[config.mk]
export PLATFORM = sky130hd
export DESIGN_NAME = lane_sequencer
export DESIGN_NICKNAME = d
export VERILOG_FILES = /design/src/hdl/lane_cfg_pkg.sv /design/src/hdl/lane_req_pkg.sv /design/src/hdl/lane_issue.sv /design/src/hdl/lane_sequencer.sv /design/src/hdl/operand_cmd_slots.sv /design/src/hdl/req_hold_reg.sv /design/src/hdl/vinsn_tracker.sv
export SDC_FILE = /design/constraint.sdc
export NUM_CORES = 1
export LEC_CHECK = 0
export BUFFER_PORTS_ARGS = -buffer_cell sky130_fd_sc_hd__buf_2
export CORE_UTILIZATION = 25
export CTS_CLUSTER_SIZE = 14
export DETAILED_ROUTE_END_ITERATION = 16
export GPL_TIMING_DRIVEN = 0
export SYNTH_ARGS = -nofsm -noshare
export SYNTH_HDL_FRONTEND = slang
export SYNTH_SLANG_ARGS = --single-unit
[constraint.sdc]
create_clock -name clk_i -period 7.1 [get_ports clk_i]
set_input_delay 0.355 -clock clk_i [delete_from_list [all_inputs] [get_ports clk_i]]
set_output_delay 0.355 -clock clk_i [all_outputs]
set_load 0.01 [all_outputs]
[src/hdl/lane_cfg_pkg.sv]
package lane_cfg_pkg;

  ////////////////////////////////////////////////////////////
  // Sizes
  ////////////////////////////////////////////////////////////

  // Number of vector instructions that can be in flight
  localparam int unsigned NrVInsn = 8;
  localparam int unsigned VInsnIdW = $clog2(NrVInsn);

  // Vector length and start index width
  localparam int unsigned VlW = 16;

  // Operand queues fed by this sequencer
  localparam int unsigned NrOperandQueues = 7;

  typedef logic [VInsnIdW-1:0] vinsn_id_t;
  typedef logic [NrVInsn-1:0]  vinsn_map_t;
  typedef logic [VlW-1:0]      vl_t;
  typedef logic [4:0]          vreg_t;

  // The mask always lives in v0
  localparam vreg_t VMaskReg = 5'd0;

  ////////////////////////////////////////////////////////////
  // Encodings
  ////////////////////////////////////////////////////////////

  typedef enum logic [1:0] {EW8, EW16, EW32, EW64} ew_e;

  typedef enum logic [1:0] {UnitAlu, UnitMFpu, UnitStore} unit_e;

  // Index of each operand queue in the command arrays
  typedef enum logic [2:0] {
    AluA, AluB, MulFpuA, MulFpuB, MulFpuC, StA, MaskM
  } opq_e;

endpackage

[src/hdl/lane_req_pkg.sv]
package lane_req_pkg;

  import lane_cfg_pkg::*;

  // Vector instruction as handed over by the main sequencer
  typedef struct packed {
    vinsn_id_t  id;
    logic [7:0] op;
    logic       vm;
    unit_e      unit;
    logic       use_vs1;
    logic       use_vs2;
    logic       use_vd_op;
    logic       swap_vs2_vd_op;
    vreg_t      vs1;
    vreg_t      vs2;
    vreg_t      vd;
    ew_e        eew_vs1;
    ew_e        eew_vs2;
    ew_e        eew_vd_op;
    ew_e        vsew;
    vl_t        vl;
    vl_t        vstart;
    // Instructions each source or destination register must wait for
    vinsn_map_t hazard_vs1;
    vinsn_map_t hazard_vs2;
    vinsn_map_t hazard_vd;
    vinsn_map_t hazard_vm;
  } pe_req_t;

  // Operation for the lane's functional unit, with lengths already split
  typedef struct packed {
    vinsn_id_t  id;
    logic [7:0] op;
    logic       vm;
    unit_e      unit;
    logic       use_vs1;
    logic       use_vs2;
    logic       use_vd_op;
    logic       swap_vs2_vd_op;
    vreg_t      vd;
    ew_e        vsew;
    vl_t        vl;
    vl_t        vstart;
  } vfu_op_t;

  // Fetch command for one operand queue
  typedef struct packed {
    vinsn_id_t  id;
    vreg_t      vs;
    ew_e        eew;
    vl_t        vl;
    vl_t        vstart;
    vinsn_map_t hazard;
  } opq_cmd_t;

  // Instructions that completed in this lane
  typedef struct packed {
    vinsn_map_t vinsn_done;
  } pe_resp_t;

endpackage

[src/hdl/lane_issue.sv]
`timescale 1ns/1ps

module lane_issue import lane_cfg_pkg::*; import lane_req_pkg::*; #(
  parameter int unsigned NrLanes = 4
) (
  input  logic                                 clk_i,
  input  logic                                 rst_ni,
  input  logic     [$clog2(NrLanes)-1:0]       lane_id_i,
  input  pe_req_t                              req_i,
  input  logic                                 req_valid_i,
  output logic                                 req_ready_o,
  input  logic     [NrOperandQueues-1:0]       opq_busy_i,
  input  vinsn_map_t                           running_i,
  output opq_cmd_t [NrOperandQueues-1:0]       opq_cmd_o,
  output logic     [NrOperandQueues-1:0]       opq_push_o,
  output logic                                 issue_o,
  output vinsn_id_t                            issue_id_o,
  output logic                                 zero_vl_done_o,
  output vfu_op_t                              vfu_operation_o,
  output logic                                 vfu_operation_valid_o
);

  localparam int unsigned LaneShift = $clog2(NrLanes);

  // Elements of a length that land on one lane. Lower lanes take the remainder
  function automatic vl_t lane_share(vl_t len, logic [LaneShift-1:0] lane);
    vl_t share;
    share = len >> LaneShift;
    if (lane < len[LaneShift-1:0]) share = share + vl_t'(1);
    return share;
  endfunction

  vl_t                        lane_vl;
  vl_t                        lane_vstart;
  vl_t                        store_vl;
  vl_t                        mask_vl;
  logic [NrOperandQueues-1:0] need;
  logic [NrOperandQueues-1:0] push_sel;
  logic                       fire;
  logic                       zero_vl;
  vfu_op_t                    op_d;

  ////////////////////////////////////////////////////////////
  // Length split
  ////////////////////////////////////////////////////////////

  always_comb begin
    lane_vl     = lane_share(req_i.vl, lane_id_i);
    lane_vstart = lane_share(req_i.vstart, lane_id_i);
    // The store data leaves the lane, so every lane fetches the ceiling
    store_vl    = (req_i.vl >> LaneShift) + vl_t'(|req_i.vl[LaneShift-1:0]);
    // One mask bit per element, packed into 64-bit words spread over the lanes
    mask_vl     = (req_i.vl >> (LaneShift + 3)) >> int'(req_i.vsew);
    if (((mask_vl << int'(req_i.vsew)) << (LaneShift + 3)) != req_i.vl) begin
      mask_vl = mask_vl + vl_t'(1);
    end
  end

  ////////////////////////////////////////////////////////////
  // Readiness
  ////////////////////////////////////////////////////////////

  always_comb begin
    need = '0;
    unique case (req_i.unit)
      UnitAlu: begin
        need[AluA]  = 1'b1;
        need[AluB]  = 1'b1;
        need[MaskM] = 1'b1;
      end
      UnitMFpu: begin
        need[MulFpuA] = 1'b1;
        need[MulFpuB] = 1'b1;
        need[MulFpuC] = 1'b1;
        need[MaskM]   = 1'b1;
      end
      UnitStore: begin
        need[StA]   = 1'b1;
        need[MaskM] = 1'b1;
      end
      default: need = '0;
    endcase
  end

  // A request waits while its ID is still running in the lane
  assign req_ready_o = !running_i[req_i.id] && !(|(opq_busy_i & need));
  assign fire        = req_valid_i && req_ready_o;
  assign zero_vl     = (lane_vl == '0) && (req_i.unit inside {UnitAlu, UnitMFpu});

  assign issue_o        = fire;
  assign issue_id_o     = req_i.id;
  assign zero_vl_done_o = fire && zero_vl;

  ////////////////////////////////////////////////////////////
  // Operand commands
  ////////////////////////////////////////////////////////////

  always_comb begin
    opq_cmd_o = '0;
    push_sel  = '0;
    for (int q = 0; q < NrOperandQueues; q++) begin
      opq_cmd_o[q].id     = req_i.id;
      opq_cmd_o[q].vl     = lane_vl;
      opq_cmd_o[q].vstart = lane_vstart;
    end

    opq_cmd_o[MaskM].vs     = VMaskReg;
    opq_cmd_o[MaskM].eew    = req_i.vsew;
    opq_cmd_o[MaskM].vl     = mask_vl;
    opq_cmd_o[MaskM].hazard = req_i.hazard_vm | req_i.hazard_vd;

    unique case (req_i.unit)
      UnitAlu: begin
        opq_cmd_o[AluA].vs     = req_i.vs1;
        opq_cmd_o[AluA].eew    = req_i.eew_vs1;
        opq_cmd_o[AluA].hazard = req_i.hazard_vs1 | req_i.hazard_vd;
        opq_cmd_o[AluB].vs     = req_i.vs2;
        opq_cmd_o[AluB].eew    = req_i.eew_vs2;
        opq_cmd_o[AluB].hazard = req_i.hazard_vs2 | req_i.hazard_vd;
        push_sel[AluA]  = req_i.use_vs1;
        push_sel[AluB]  = req_i.use_vs2;
        push_sel[MaskM] = !req_i.vm;
      end
      UnitMFpu: begin
        opq_cmd_o[MulFpuA].vs     = req_i.vs1;
        opq_cmd_o[MulFpuA].eew    = req_i.eew_vs1;
        opq_cmd_o[MulFpuA].hazard = req_i.hazard_vs1 | req_i.hazard_vd;
        // For a swapped operation the B and C queues exchange vs2 and vd
        if (req_i.swap_vs2_vd_op) begin
          opq_cmd_o[MulFpuB].vs     = req_i.vd;
          opq_cmd_o[MulFpuB].eew    = req_i.eew_vd_op;
          opq_cmd_o[MulFpuB].hazard = req_i.hazard_vd;
          opq_cmd_o[MulFpuC].vs     = req_i.vs2;
          opq_cmd_o[MulFpuC].eew    = req_i.eew_vs2;
          opq_cmd_o[MulFpuC].hazard = req_i.hazard_vs2 | req_i.hazard_vd;
          push_sel[MulFpuB] = req_i.use_vd_op;
          push_sel[MulFpuC] = req_i.use_vs2;
        end else begin
          opq_cmd_o[MulFpuB].vs     = req_i.vs2;
          opq_cmd_o[MulFpuB].eew    = req_i.eew_vs2;
          opq_cmd_o[MulFpuB].hazard = req_i.hazard_vs2 | req_i.hazard_vd;
          opq_cmd_o[MulFpuC].vs     = req_i.vd;
          opq_cmd_o[MulFpuC].eew    = req_i.eew_vd_op;
          opq_cmd_o[MulFpuC].hazard = req_i.hazard_vd;
          push_sel[MulFpuB] = req_i.use_vs2;
          push_sel[MulFpuC] = req_i.use_vd_op;
        end
        push_sel[MulFpuA] = req_i.use_vs1;
        push_sel[MaskM]   = !req_i.vm;
      end
      UnitStore: begin
        opq_cmd_o[StA].vs     = req_i.vs1;
        opq_cmd_o[StA].eew    = req_i.eew_vs1;
        opq_cmd_o[StA].vl     = store_vl;
        opq_cmd_o[StA].hazard = req_i.hazard_vs1 | req_i.hazard_vd;
        push_sel[StA]   = req_i.use_vs1;
        push_sel[MaskM] = !req_i.vm;
      end
      default: push_sel = '0;
    endcase
  end

  assign opq_push_o = {NrOperandQueues{fire}} & push_sel;

  ////////////////////////////////////////////////////////////
  // Functional unit operation
  ////////////////////////////////////////////////////////////

  assign op_d = '{
    id:             req_i.id,
    op:             req_i.op,
    vm:             req_i.vm,
    unit:           req_i.unit,
    use_vs1:        req_i.use_vs1,
    use_vs2:        req_i.use_vs2,
    use_vd_op:      req_i.use_vd_op,
    swap_vs2_vd_op: req_i.swap_vs2_vd_op,
    vd:             req_i.vd,
    vsew:           req_i.vsew,
    vl:             lane_vl,
    vstart:         lane_vstart
  };

  always_ff @(posedge clk_i or negedge rst_ni) begin
    if (!rst_ni) begin
      vfu_operation_valid_o <= 1'b0;
    end else begin
      vfu_operation_valid_o <= fire && !zero_vl;
    end
  end

  always_ff @(posedge clk_i) begin
    if (fire && !zero_vl) vfu_operation_o <= op_d;
  end

endmodule

[src/hdl/lane_sequencer.sv]
`timescale 1ns/1ps

module lane_sequencer import lane_cfg_pkg::*; import lane_req_pkg::*; #(
  parameter int unsigned NrLanes = 4
) (
  input  logic                                 clk_i,
  input  logic                                 rst_ni,
  input  logic     [$clog2(NrLanes)-1:0]       lane_id_i,
  // Main sequencer
  input  pe_req_t                              pe_req_i,
  input  logic                                 pe_req_valid_i,
  output logic                                 pe_req_ready_o,
  input  vinsn_map_t                           pe_vinsn_running_i,
  output pe_resp_t                             pe_resp_o,
  // Operand requester
  output opq_cmd_t [NrOperandQueues-1:0]       operand_request_o,
  output logic     [NrOperandQueues-1:0]       operand_request_valid_o,
  input  logic     [NrOperandQueues-1:0]       operand_request_ready_i,
  // Functional units
  input  vinsn_map_t                           alu_vinsn_done_i,
  input  vinsn_map_t                           mfpu_vinsn_done_i,
  output logic                                 alu_vinsn_done_o,
  output logic                                 mfpu_vinsn_done_o,
  output vfu_op_t                              vfu_operation_o,
  output logic                                 vfu_operation_valid_o
);

  ////////////////////////////////////////////////////////////
  // Request holding register
  ////////////////////////////////////////////////////////////

  pe_req_t hold_req;
  logic    hold_valid;
  logic    issue_ready;

  req_hold_reg #(
    .T (pe_req_t)
  ) req_hold_reg_i (
    .clk_i   (clk_i),
    .rst_ni  (rst_ni),
    .data_i  (pe_req_i),
    .valid_i (pe_req_valid_i),
    .ready_o (pe_req_ready_o),
    .data_o  (hold_req),
    .valid_o (hold_valid),
    .ready_i (issue_ready)
  );

  ////////////////////////////////////////////////////////////
  // Issue, operand slots and tracking
  ////////////////////////////////////////////////////////////

  opq_cmd_t [NrOperandQueues-1:0] opq_cmd_d;
  logic     [NrOperandQueues-1:0] opq_push;
  logic                           issue;
  vinsn_id_t                      issue_id;
  logic                           zero_vl_done;
  vinsn_map_t                     running;

  lane_issue #(
    .NrLanes (NrLanes)
  ) lane_issue_i (
    .clk_i                 (clk_i),
    .rst_ni                (rst_ni),
    .lane_id_i             (lane_id_i),
    .req_i                 (hold_req),
    .req_valid_i           (hold_valid),
    .req_ready_o           (issue_ready),
    // The slot valids double as the busy flags
    .opq_busy_i            (operand_request_valid_o),
    .running_i             (running),
    .opq_cmd_o             (opq_cmd_d),
    .opq_push_o            (opq_push),
    .issue_o               (issue),
    .issue_id_o            (issue_id),
    .zero_vl_done_o        (zero_vl_done),
    .vfu_operation_o       (vfu_operation_o),
    .vfu_operation_valid_o (vfu_operation_valid_o)
  );

  operand_cmd_slots operand_cmd_slots_i (
    .clk_i   (clk_i),
    .rst_ni  (rst_ni),
    .cmd_i   (opq_cmd_d),
    .push_i  (opq_push),
    .ready_i (operand_request_ready_i),
    .cmd_o   (operand_request_o),
    .valid_o (operand_request_valid_o)
  );

  vinsn_tracker vinsn_tracker_i (
    .clk_i              (clk_i),
    .rst_ni             (rst_ni),
    .pe_vinsn_running_i (pe_vinsn_running_i),
    .issue_i            (issue),
    .issue_id_i         (issue_id),
    .zero_vl_done_i     (zero_vl_done),
    .alu_vinsn_done_i   (alu_vinsn_done_i),
    .mfpu_vinsn_done_i  (mfpu_vinsn_done_i),
    .running_o          (running),
    .pe_resp_o          (pe_resp_o),
    .alu_vinsn_done_o   (alu_vinsn_done_o),
    .mfpu_vinsn_done_o  (mfpu_vinsn_done_o)
  );

endmodule

[src/hdl/operand_cmd_slots.sv]
`timescale 1ns/1ps

module operand_cmd_slots import lane_cfg_pkg::*; import lane_req_pkg::*; (
  input  logic                                clk_i,
  input  logic                                rst_ni,
  input  opq_cmd_t [NrOperandQueues-1:0]      cmd_i,
  input  logic     [NrOperandQueues-1:0]      push_i,
  input  logic     [NrOperandQueues-1:0]      ready_i,
  output opq_cmd_t [NrOperandQueues-1:0]      cmd_o,
  output logic     [NrOperandQueues-1:0]      valid_o
);

  logic [NrOperandQueues-1:0] valid_d;

  // The operand requester takes a command when it raises ready.
  // A new push in the same cycle refills the slot
  always_comb begin
    valid_d = valid_o;
    for (int q = 0; q < NrOperandQueues; q++) begin
      if (ready_i[q]) valid_d[q] = 1'b0;
      if (push_i[q]) valid_d[q] = 1'b1;
    end
  end

  always_ff @(posedge clk_i or negedge rst_ni) begin
    if (!rst_ni) begin
      valid_o <= '0;
    end else begin
      valid_o <= valid_d;
    end
  end

  // Command payload of each slot
  always_ff @(posedge clk_i) begin
    for (int q = 0; q < NrOperandQueues; q++) begin
      if (push_i[q]) begin
        cmd_o[q] <= cmd_i[q];
      end else if (ready_i[q]) begin
        cmd_o[q] <= '0;
      end
    end
  end

endmodule

[src/hdl/req_hold_reg.sv]
`timescale 1ns/1ps

module req_hold_reg #(
  parameter type T = logic
) (
  input  logic clk_i,
  input  logic rst_ni,
  input  T     data_i,
  input  logic valid_i,
  output logic ready_o,
  output T     data_o,
  output logic valid_o,
  input  logic ready_i
);

  logic live_q;
  logic full_q;
  T     data_q;

  // Not ready on the first cycle out of reset, then ready whenever empty
  assign ready_o = live_q && !full_q;

  // An empty buffer lets the accepted request fall through
  assign valid_o = full_q || (valid_i && ready_o);
  assign data_o  = full_q ? data_q : data_i;

  always_ff @(posedge clk_i or negedge rst_ni) begin
    if (!rst_ni) begin
      live_q <= 1'b0;
      full_q <= 1'b0;
    end else begin
      live_q <= 1'b1;
      if (full_q) begin
        full_q <= !ready_i;
      end else begin
        full_q <= valid_i && ready_o && !ready_i;
      end
    end
  end

  always_ff @(posedge clk_i) begin
    if (valid_i && ready_o && !ready_i) data_q <= data_i;
  end

endmodule

[src/hdl/vinsn_tracker.sv]
`timescale 1ns/1ps

module vinsn_tracker import lane_cfg_pkg::*; import lane_req_pkg::*; (
  input  logic       clk_i,
  input  logic       rst_ni,
  input  vinsn_map_t pe_vinsn_running_i,
  input  logic       issue_i,
  input  vinsn_id_t  issue_id_i,
  input  logic       zero_vl_done_i,
  input  vinsn_map_t alu_vinsn_done_i,
  input  vinsn_map_t mfpu_vinsn_done_i,
  output vinsn_map_t running_o,
  output pe_resp_t   pe_resp_o,
  output logic       alu_vinsn_done_o,
  output logic       mfpu_vinsn_done_o
);

  vinsn_map_t running_q;
  vinsn_map_t running_d;
  vinsn_map_t issue_map;
  vinsn_map_t done_d;

  // One-hot of the ID at the issue stage
  always_comb begin
    issue_map             = '0;
    issue_map[issue_id_i] = 1'b1;
  end

  // An ID stays running here only while the main sequencer still lists it
  assign running_o = running_q & pe_vinsn_running_i;
  assign running_d = running_o | (issue_i ? issue_map : '0);

  // A zero-length instruction never reaches a unit and completes right away
  assign done_d = alu_vinsn_done_i | mfpu_vinsn_done_i |
                  (zero_vl_done_i ? issue_map : '0);

  always_ff @(posedge clk_i or negedge rst_ni) begin
    if (!rst_ni) begin
      running_q         <= '0;
      pe_resp_o         <= '0;
      alu_vinsn_done_o  <= 1'b0;
      mfpu_vinsn_done_o <= 1'b0;
    end else begin
      running_q            <= running_d;
      pe_resp_o.vinsn_done <= done_d;
      alu_vinsn_done_o     <= |alu_vinsn_done_i;
      mfpu_vinsn_done_o    <= |mfpu_vinsn_done_i;
    end
  end

endmodule

# Yosys cells after proc, flatten, opt, wreduce, memory -nomap -nowiden
# Index checks and enable logic that the tools add are counted.
# Widths: inputs -> output; s select.
[word_totals]
output_inout_bits = 426
latch_bits = 0
ff_bits = 535
ramBits = 0
mem_bits_ro = 0
n_memories = 0
[op_classes]
shifts = 2
eq_ne = 3
mux = 64
reduce_logical = 31
n_mul = 0
div_mod_pow = 0
bitwise_logic = 9
order_cmp = 4
addsub = 4
[op_table]
columns = ["operator", "count"]
rows = [
  ["$mux 50", 14],
  ["$mux 105", 1],
  ["$mux 8", 10],
  ["$mux 7", 7],
  ["$or 8x8->8", 6],
  ["$add 14x1->15 const B", 2],
  ["$mux 15", 2],
  ["$mux 23", 1],
  ["$mux 1", 21],
  ["$add 16x1->16 const B", 1],
  ["$logic_not 16->1", 1],
  ["$mux 16", 1],
  ["$ne 16x16->1", 1],
  ["$reduce_bool 2->1", 8],
  ["$reduce_or 8->1", 2],
  ["$shl 16x2->11", 1],
  ["$shr 11x2->16", 1],
  ["$add 14x1->15", 1],
  ["$and 7x7->7", 2],
  ["$logic_and 1x1->1", 9],
  ["$and 8x8->8", 1],
  ["$reduce_or 7->1", 1],
  ["$logic_not 1->1", 6],
  ["$mux 2", 3],
  ["other kinds (12)", 14],
]

# Longest topological paths before layout
[depth]
depth_word = 12
mapped_depth = 18

# By module
# A second synthesis with hierarchy kept.
[unflattened]
hier_cells = 1758
hier_area_um2 = 24553.5
[by_module_without_submodules]
columns = ["mod", "seq_area_each_um2", "area_per_inst_um2", "cells_per_inst", "instances"]
rows = [
  ["operand_cmd_slots", 10685.2, 13238.9, 763, 1],
  ["lane_issue", 1676.6, 5924.4, 697, 1],
  ["req_hold_reg", 3203.1, 4621.9, 229, 1],
  ["vinsn_tracker", 450.4, 768.2, 69, 1],
]

# Worst setup path before layout
# Ideal clock, no wire load.
[synth_timing]
path_kind = "register -> register"
from = "register req_hold_reg_i.full_q"
to = "register lane_issue_i.vfu_operation_o[0] (netlist name)"
arrival_ps = 5471
t_required_ps = 6681
setup_slack_ps = 1210
stages_incl_launch_ff = 19
n_path_buf = 9
path_cell_list = "dfrtp_1 > buf_6 > buf_8 > buf_8 > buf_6 > buf_2 > buf_2 > buf_2 > buf_2 > buf_2 > mux2i_1 > ha_1 > or3b_2 > o41ai_4 > nand4_1 > and4_1 > and4_1 > nand3_1 > and2_1"
[synth_via]
elab_chain_cells = 10
elab_cells_between_ends = 29
[synth_rtl]
columns = ["element", "line_no", "text"]
rows = [
  ["start, declared", "req_hold_reg.sv:17", "logic full_q;"],
  ["start signal, assigned", "req_hold_reg.sv:34", "full_q <= !ready_i;"],
  ["start signal, assigned", "req_hold_reg.sv:36", "full_q <= valid_i && ready_o && !ready_i;"],
  ["branches (longest 9 deep; another with $add 14x1->15)", "--", ""],
  ["$logic_and 1x1->1 (*)", "lane_issue.sv:193", "if (fire && !zero_vl) vfu_operation_o <= op_d;"],
]
# Every way passes the cells marked *. The select of a mux whose other input is x is not followed.
# A chain may end at the register's enable or synchronous reset.

# Worst setup path after layout
[layout_timing]
from = "register req_hold_reg_i.full_q"
to = "register lane_issue_i.vfu_operation_o[49] (netlist name)"
[layout_via]
elab_chain_cells = 10
elab_cells_between_ends = 29
[layout_rtl]
columns = ["element", "line_no"]
rows = [
  ["branches (longest 9 deep; another with $add 14x1->15)", "--"],
  ["$logic_and 1x1->1 (*)", "lane_issue.sv:193"],
]
# Marks and branches as above.

==> run_results.csv <==
group,metric,value,unit
power,pwr_density_cell,284,nW/um^2
floorplanning,die_w,292,microns
final_layout,finalNetCount,2409,
setup_path,arrival,6800,ps
setup_path,crit_fanout,32,
placed_design,finalWeightedCongestion,0.816,
floorplanning,io-pin-count,567,
timing,max_freq,155,MHz
floorplanning,core,83600,sq um
logic_synthesis,yosysTopAreaCell,"edfxtp_1",
logic_synthesis,netlist_area,21100,sq um
logic_synthesis,synthArstFlopShare,0.0543,
detailed_routing,routed_via_density,4.42,
clocking,insertion_delay,630,ps
logic_synthesis,synthTopCellsByCount,"edfxtp_1, nor2_1, mux2i_1, nand2_1, inv_1",
detailed_routing,routed-via-count,15030,
logic_synthesis,syn_area_per_cell,14.2,sq um
detailed_routing,highest-signal-layer,"met5",
timing,slew_viol_final,0,
timing,rsz0062_at_grt,"no",
final_layout,syn2layout_area_growth,37.2,%
final_layout,fillers,8219,
placed_design,dp_hpwl,58700,microns
global_route,grt-ovfl-total,0,
detailed_routing,ant_nets,0,
logic_synthesis,synth_area_leaders,"edfxtp_1, nor2_1, mux2i_1, dfrtp_1, mux2_2",
clocking,cts_tree,"built",
clocking,cts_root_buffer,"clkbuf_16",
logic_synthesis,synth_seq_area_share,0.729,
logic_synthesis,ys_types,63,
worst_hold_path,hp-class,"in -> reg",
detailed_routing,wl_met3,5860,microns
detailed_routing,wl_met2,38200,microns
timing,finClkSkew,19.2,ps
clocking,clock_path_buffers,3,
setup_path,end_kind,"flip-flop",
timing,finalCritPeriodShare,0.909,
timing,fin_hold_ws,66.1,ps
timing,min_period,6460,ps
logic_synthesis,synth_edf_count,488,
detailed_routing,dr.pass1.iters,5,
global_route,grt_usage,0.182,
timing,slew_headroom,0.227,
detailed_routing,met1_length,33900,microns
job,cap_viol_max_count,0,
logic_synthesis,synth_most_common_cell,"edfxtp_1",
global_route,antenna_found_initial,24,
detailed_routing,drc,0,
setup_path,cp-start-kind,"flip-flop",
global_route,grt_pass1_wl,110000,microns
detailed_routing,finalWirelength,80400,microns
detailed_routing,first_iter_violations,808,
clocking,cts-buffers-inserted,60,
power,peakVddDrop,0.146,mV
power,finalPower,8220,uW
floorplanning,die_y,292,microns
logic_synthesis,ys_warn_count,0,
timing,tightestPinTransition,1160,ps
floorplanning,fp-row-count,106,
clocking,clk_pin_slew,70,ps
power,p_leak,0.0117,uW
global_route,grt_pass1_vias,14879,
clocking,cts_max_level,2,
run_status,outcome,"complete, no violations",
global_route,grt_max_degree,49,
placed_design,portBuffers,542,
setup_path,cp_data_required_time,7440,ps
timing,final-hold-violation-count,0,
floorplanning,initial_core_util,0.252,
detailed_routing,wl_per_cell,23.6,microns
logic_synthesis,syn_inst,1486,
floorplanning,dieArea,85400,sq um
clocking,cts.sinks,516,
timing,setup_viol,0,
final_layout,drive_above_1_share,0.330,
logic_synthesis,synth_seq_cells,516,
setup_path,criticalPathCategory,"reg -> reg",
logic_synthesis,yosys.area.top_type_share,0.696,
logic_synthesis,synth_ff_type,"edfxtp_1",
-- critical path: stages, from the launching register on --
cell and delay [ps]:
dfrtp_1 490, buf_6 250, buf_8 180, buf_8 190, buf_6 210, buf_2 420, buf_4 470, buf_4 380
buf_4 350, mux2i_1 240, ha_1 320, or3b_2 520, o41ai_4 150, nand3_1 340, xnor2_4 390, and4_1 420
nand3_1 130, and2_4 340, buf_16 260
-- layout make-up --
class / count / area, sq um / share of cell area
multi-input cells: 845 / 5160 / 0.179
diodes: 14 / 35.0 / 0.00121
repair buffers: 690 / 4310 / 0.149
clock inverters: 24 / 267 / 0.00922
plain buffers: 86 / 499 / 0.0173
inverters: 61 / 229 / 0.00792
flip-flops and latches: 516 / 15400 / 0.531
well taps: 1080 / 1350 / 0.0468
clock buffers: 85 / 1700 / 0.0587
-- logic make-up after synthesis --
group | Yosys count | synth area share
DFF | 516 | 0.729
other | 2 | 0.000356
adders and majority gates | 8 | 0.00475
buffers and inverters | 148 | 0.0344
xor gates and xnor gates | 50 | 0.0211
muxes | 127 | 0.0634
AOI/OAI and AO/OA | 125 | 0.0391
and+or+nand+nor | 510 | 0.108
-- worst paths after layout --
path | startpoint | endpoint | slack, ps | cells after the start
setup / recovery | req_hold_reg_i.full_q | lane_issue_i.vfu_operation_o[49] | 640 | 18
hold / removal | pe_vinsn_running_i[2] | vinsn_tracker_i.running_q[2] | 70 | 3
setup reg to reg | req_hold_reg_i.full_q | lane_issue_i.vfu_operation_o[49] | 640 | 18
hold reg to reg | vinsn_tracker_i.running_q[0] | vinsn_tracker_i.running_q[0] | 490 | 2
max in group asynchronous | rst_ni | vinsn_tracker_i.pe_resp_o[7] | 6030 | 2
min in group asynchronous | rst_ni | operand_cmd_slots_i.valid_o[1] | 420 | 2
-- routing by layer --
layer / up-vias / track usage
met5: - / 0
met2: 622 / 0.306
met4: 18 / 0.0544
met1: 7369 / 0.227
li1: 6874 / -
met3: 147 / 0.0508
-- registers in the layout, summed over array words and instances, names as in the netlist --
register	cells
lane_issue_i.vfu_operation_o	55
lane_issue_i.vfu_operation_valid_o	1
operand_cmd_slots_i.cmd_o	328
operand_cmd_slots_i.valid_o	7
req_hold_reg_i.data_q	105
req_hold_reg_i.full_q	1
req_hold_reg_i.live_q	1
vinsn_tracker_i.alu_vinsn_done_o	1
vinsn_tracker_i.mfpu_vinsn_done_o	1
vinsn_tracker_i.pe_resp_o	8
vinsn_tracker_i.running_q	8
-- where the power goes --
group | internal, uW | switching [uW] | total, uW
clock network | 1810 | 1300 | 3110
logic | 468 | 937 | 1410
registers | 3630 | 70.1 | 3700
total | 5910 | 2310 | 8220
-- metrics by stage --
| stage | instance area, sq um | worst slack [ps] | util | instances | TNS, ps |
|---|---|---|---|---|---|
| 3_5_place_dp | 25500 | -1380 | 0.305 | 3139 | -75290 |
| 4_1_cts | 28900 | 58.3 | 0.345 | 3388 | 0 |
| 6_report | 28900 | 644 | 0.346 | 3401 | 0 |
| 2_1_floorplan | 21200 | 1210 | - | 1509 | 0 |
| 3_3_place_gp | 25200 | -3680 | 0.302 | 3131 | -285730 |
| 5_1_grt | 28900 | 230 | 0.346 | 3392 | 0 |
-- repair_timing --
action / 4_1_cts / 5_1_grt
resized for setup: 5 / 1
buffers inserted: 1 / 0
hold buffers: 139 / 0
hold endpoints to repair: 156 / 0
endpoints found under the setup margin: 64 / 31
pin swaps: 1 / 0
-- cell usage in the layout (no fill, tap or decap), drive strengths merged, types with 9 or more instances in the layout --
cell type    count
buf            605
nand2b          12
nand2           69
a211oi          19
a21oi           43
inv             63
dlygate4sd3    139
o21ai           29
and2            13
nor2b           10
nor3            12
edfxtp         488
clkinv          11
conb            25
clkbuf         117
diode           14
dfrtp           28
mux2i           93
nand3           33
nand3b          13
xor2            10
xnor2           40
nand4            9
nor2           316
mux2            34
(Power assumes the default switching activity.)
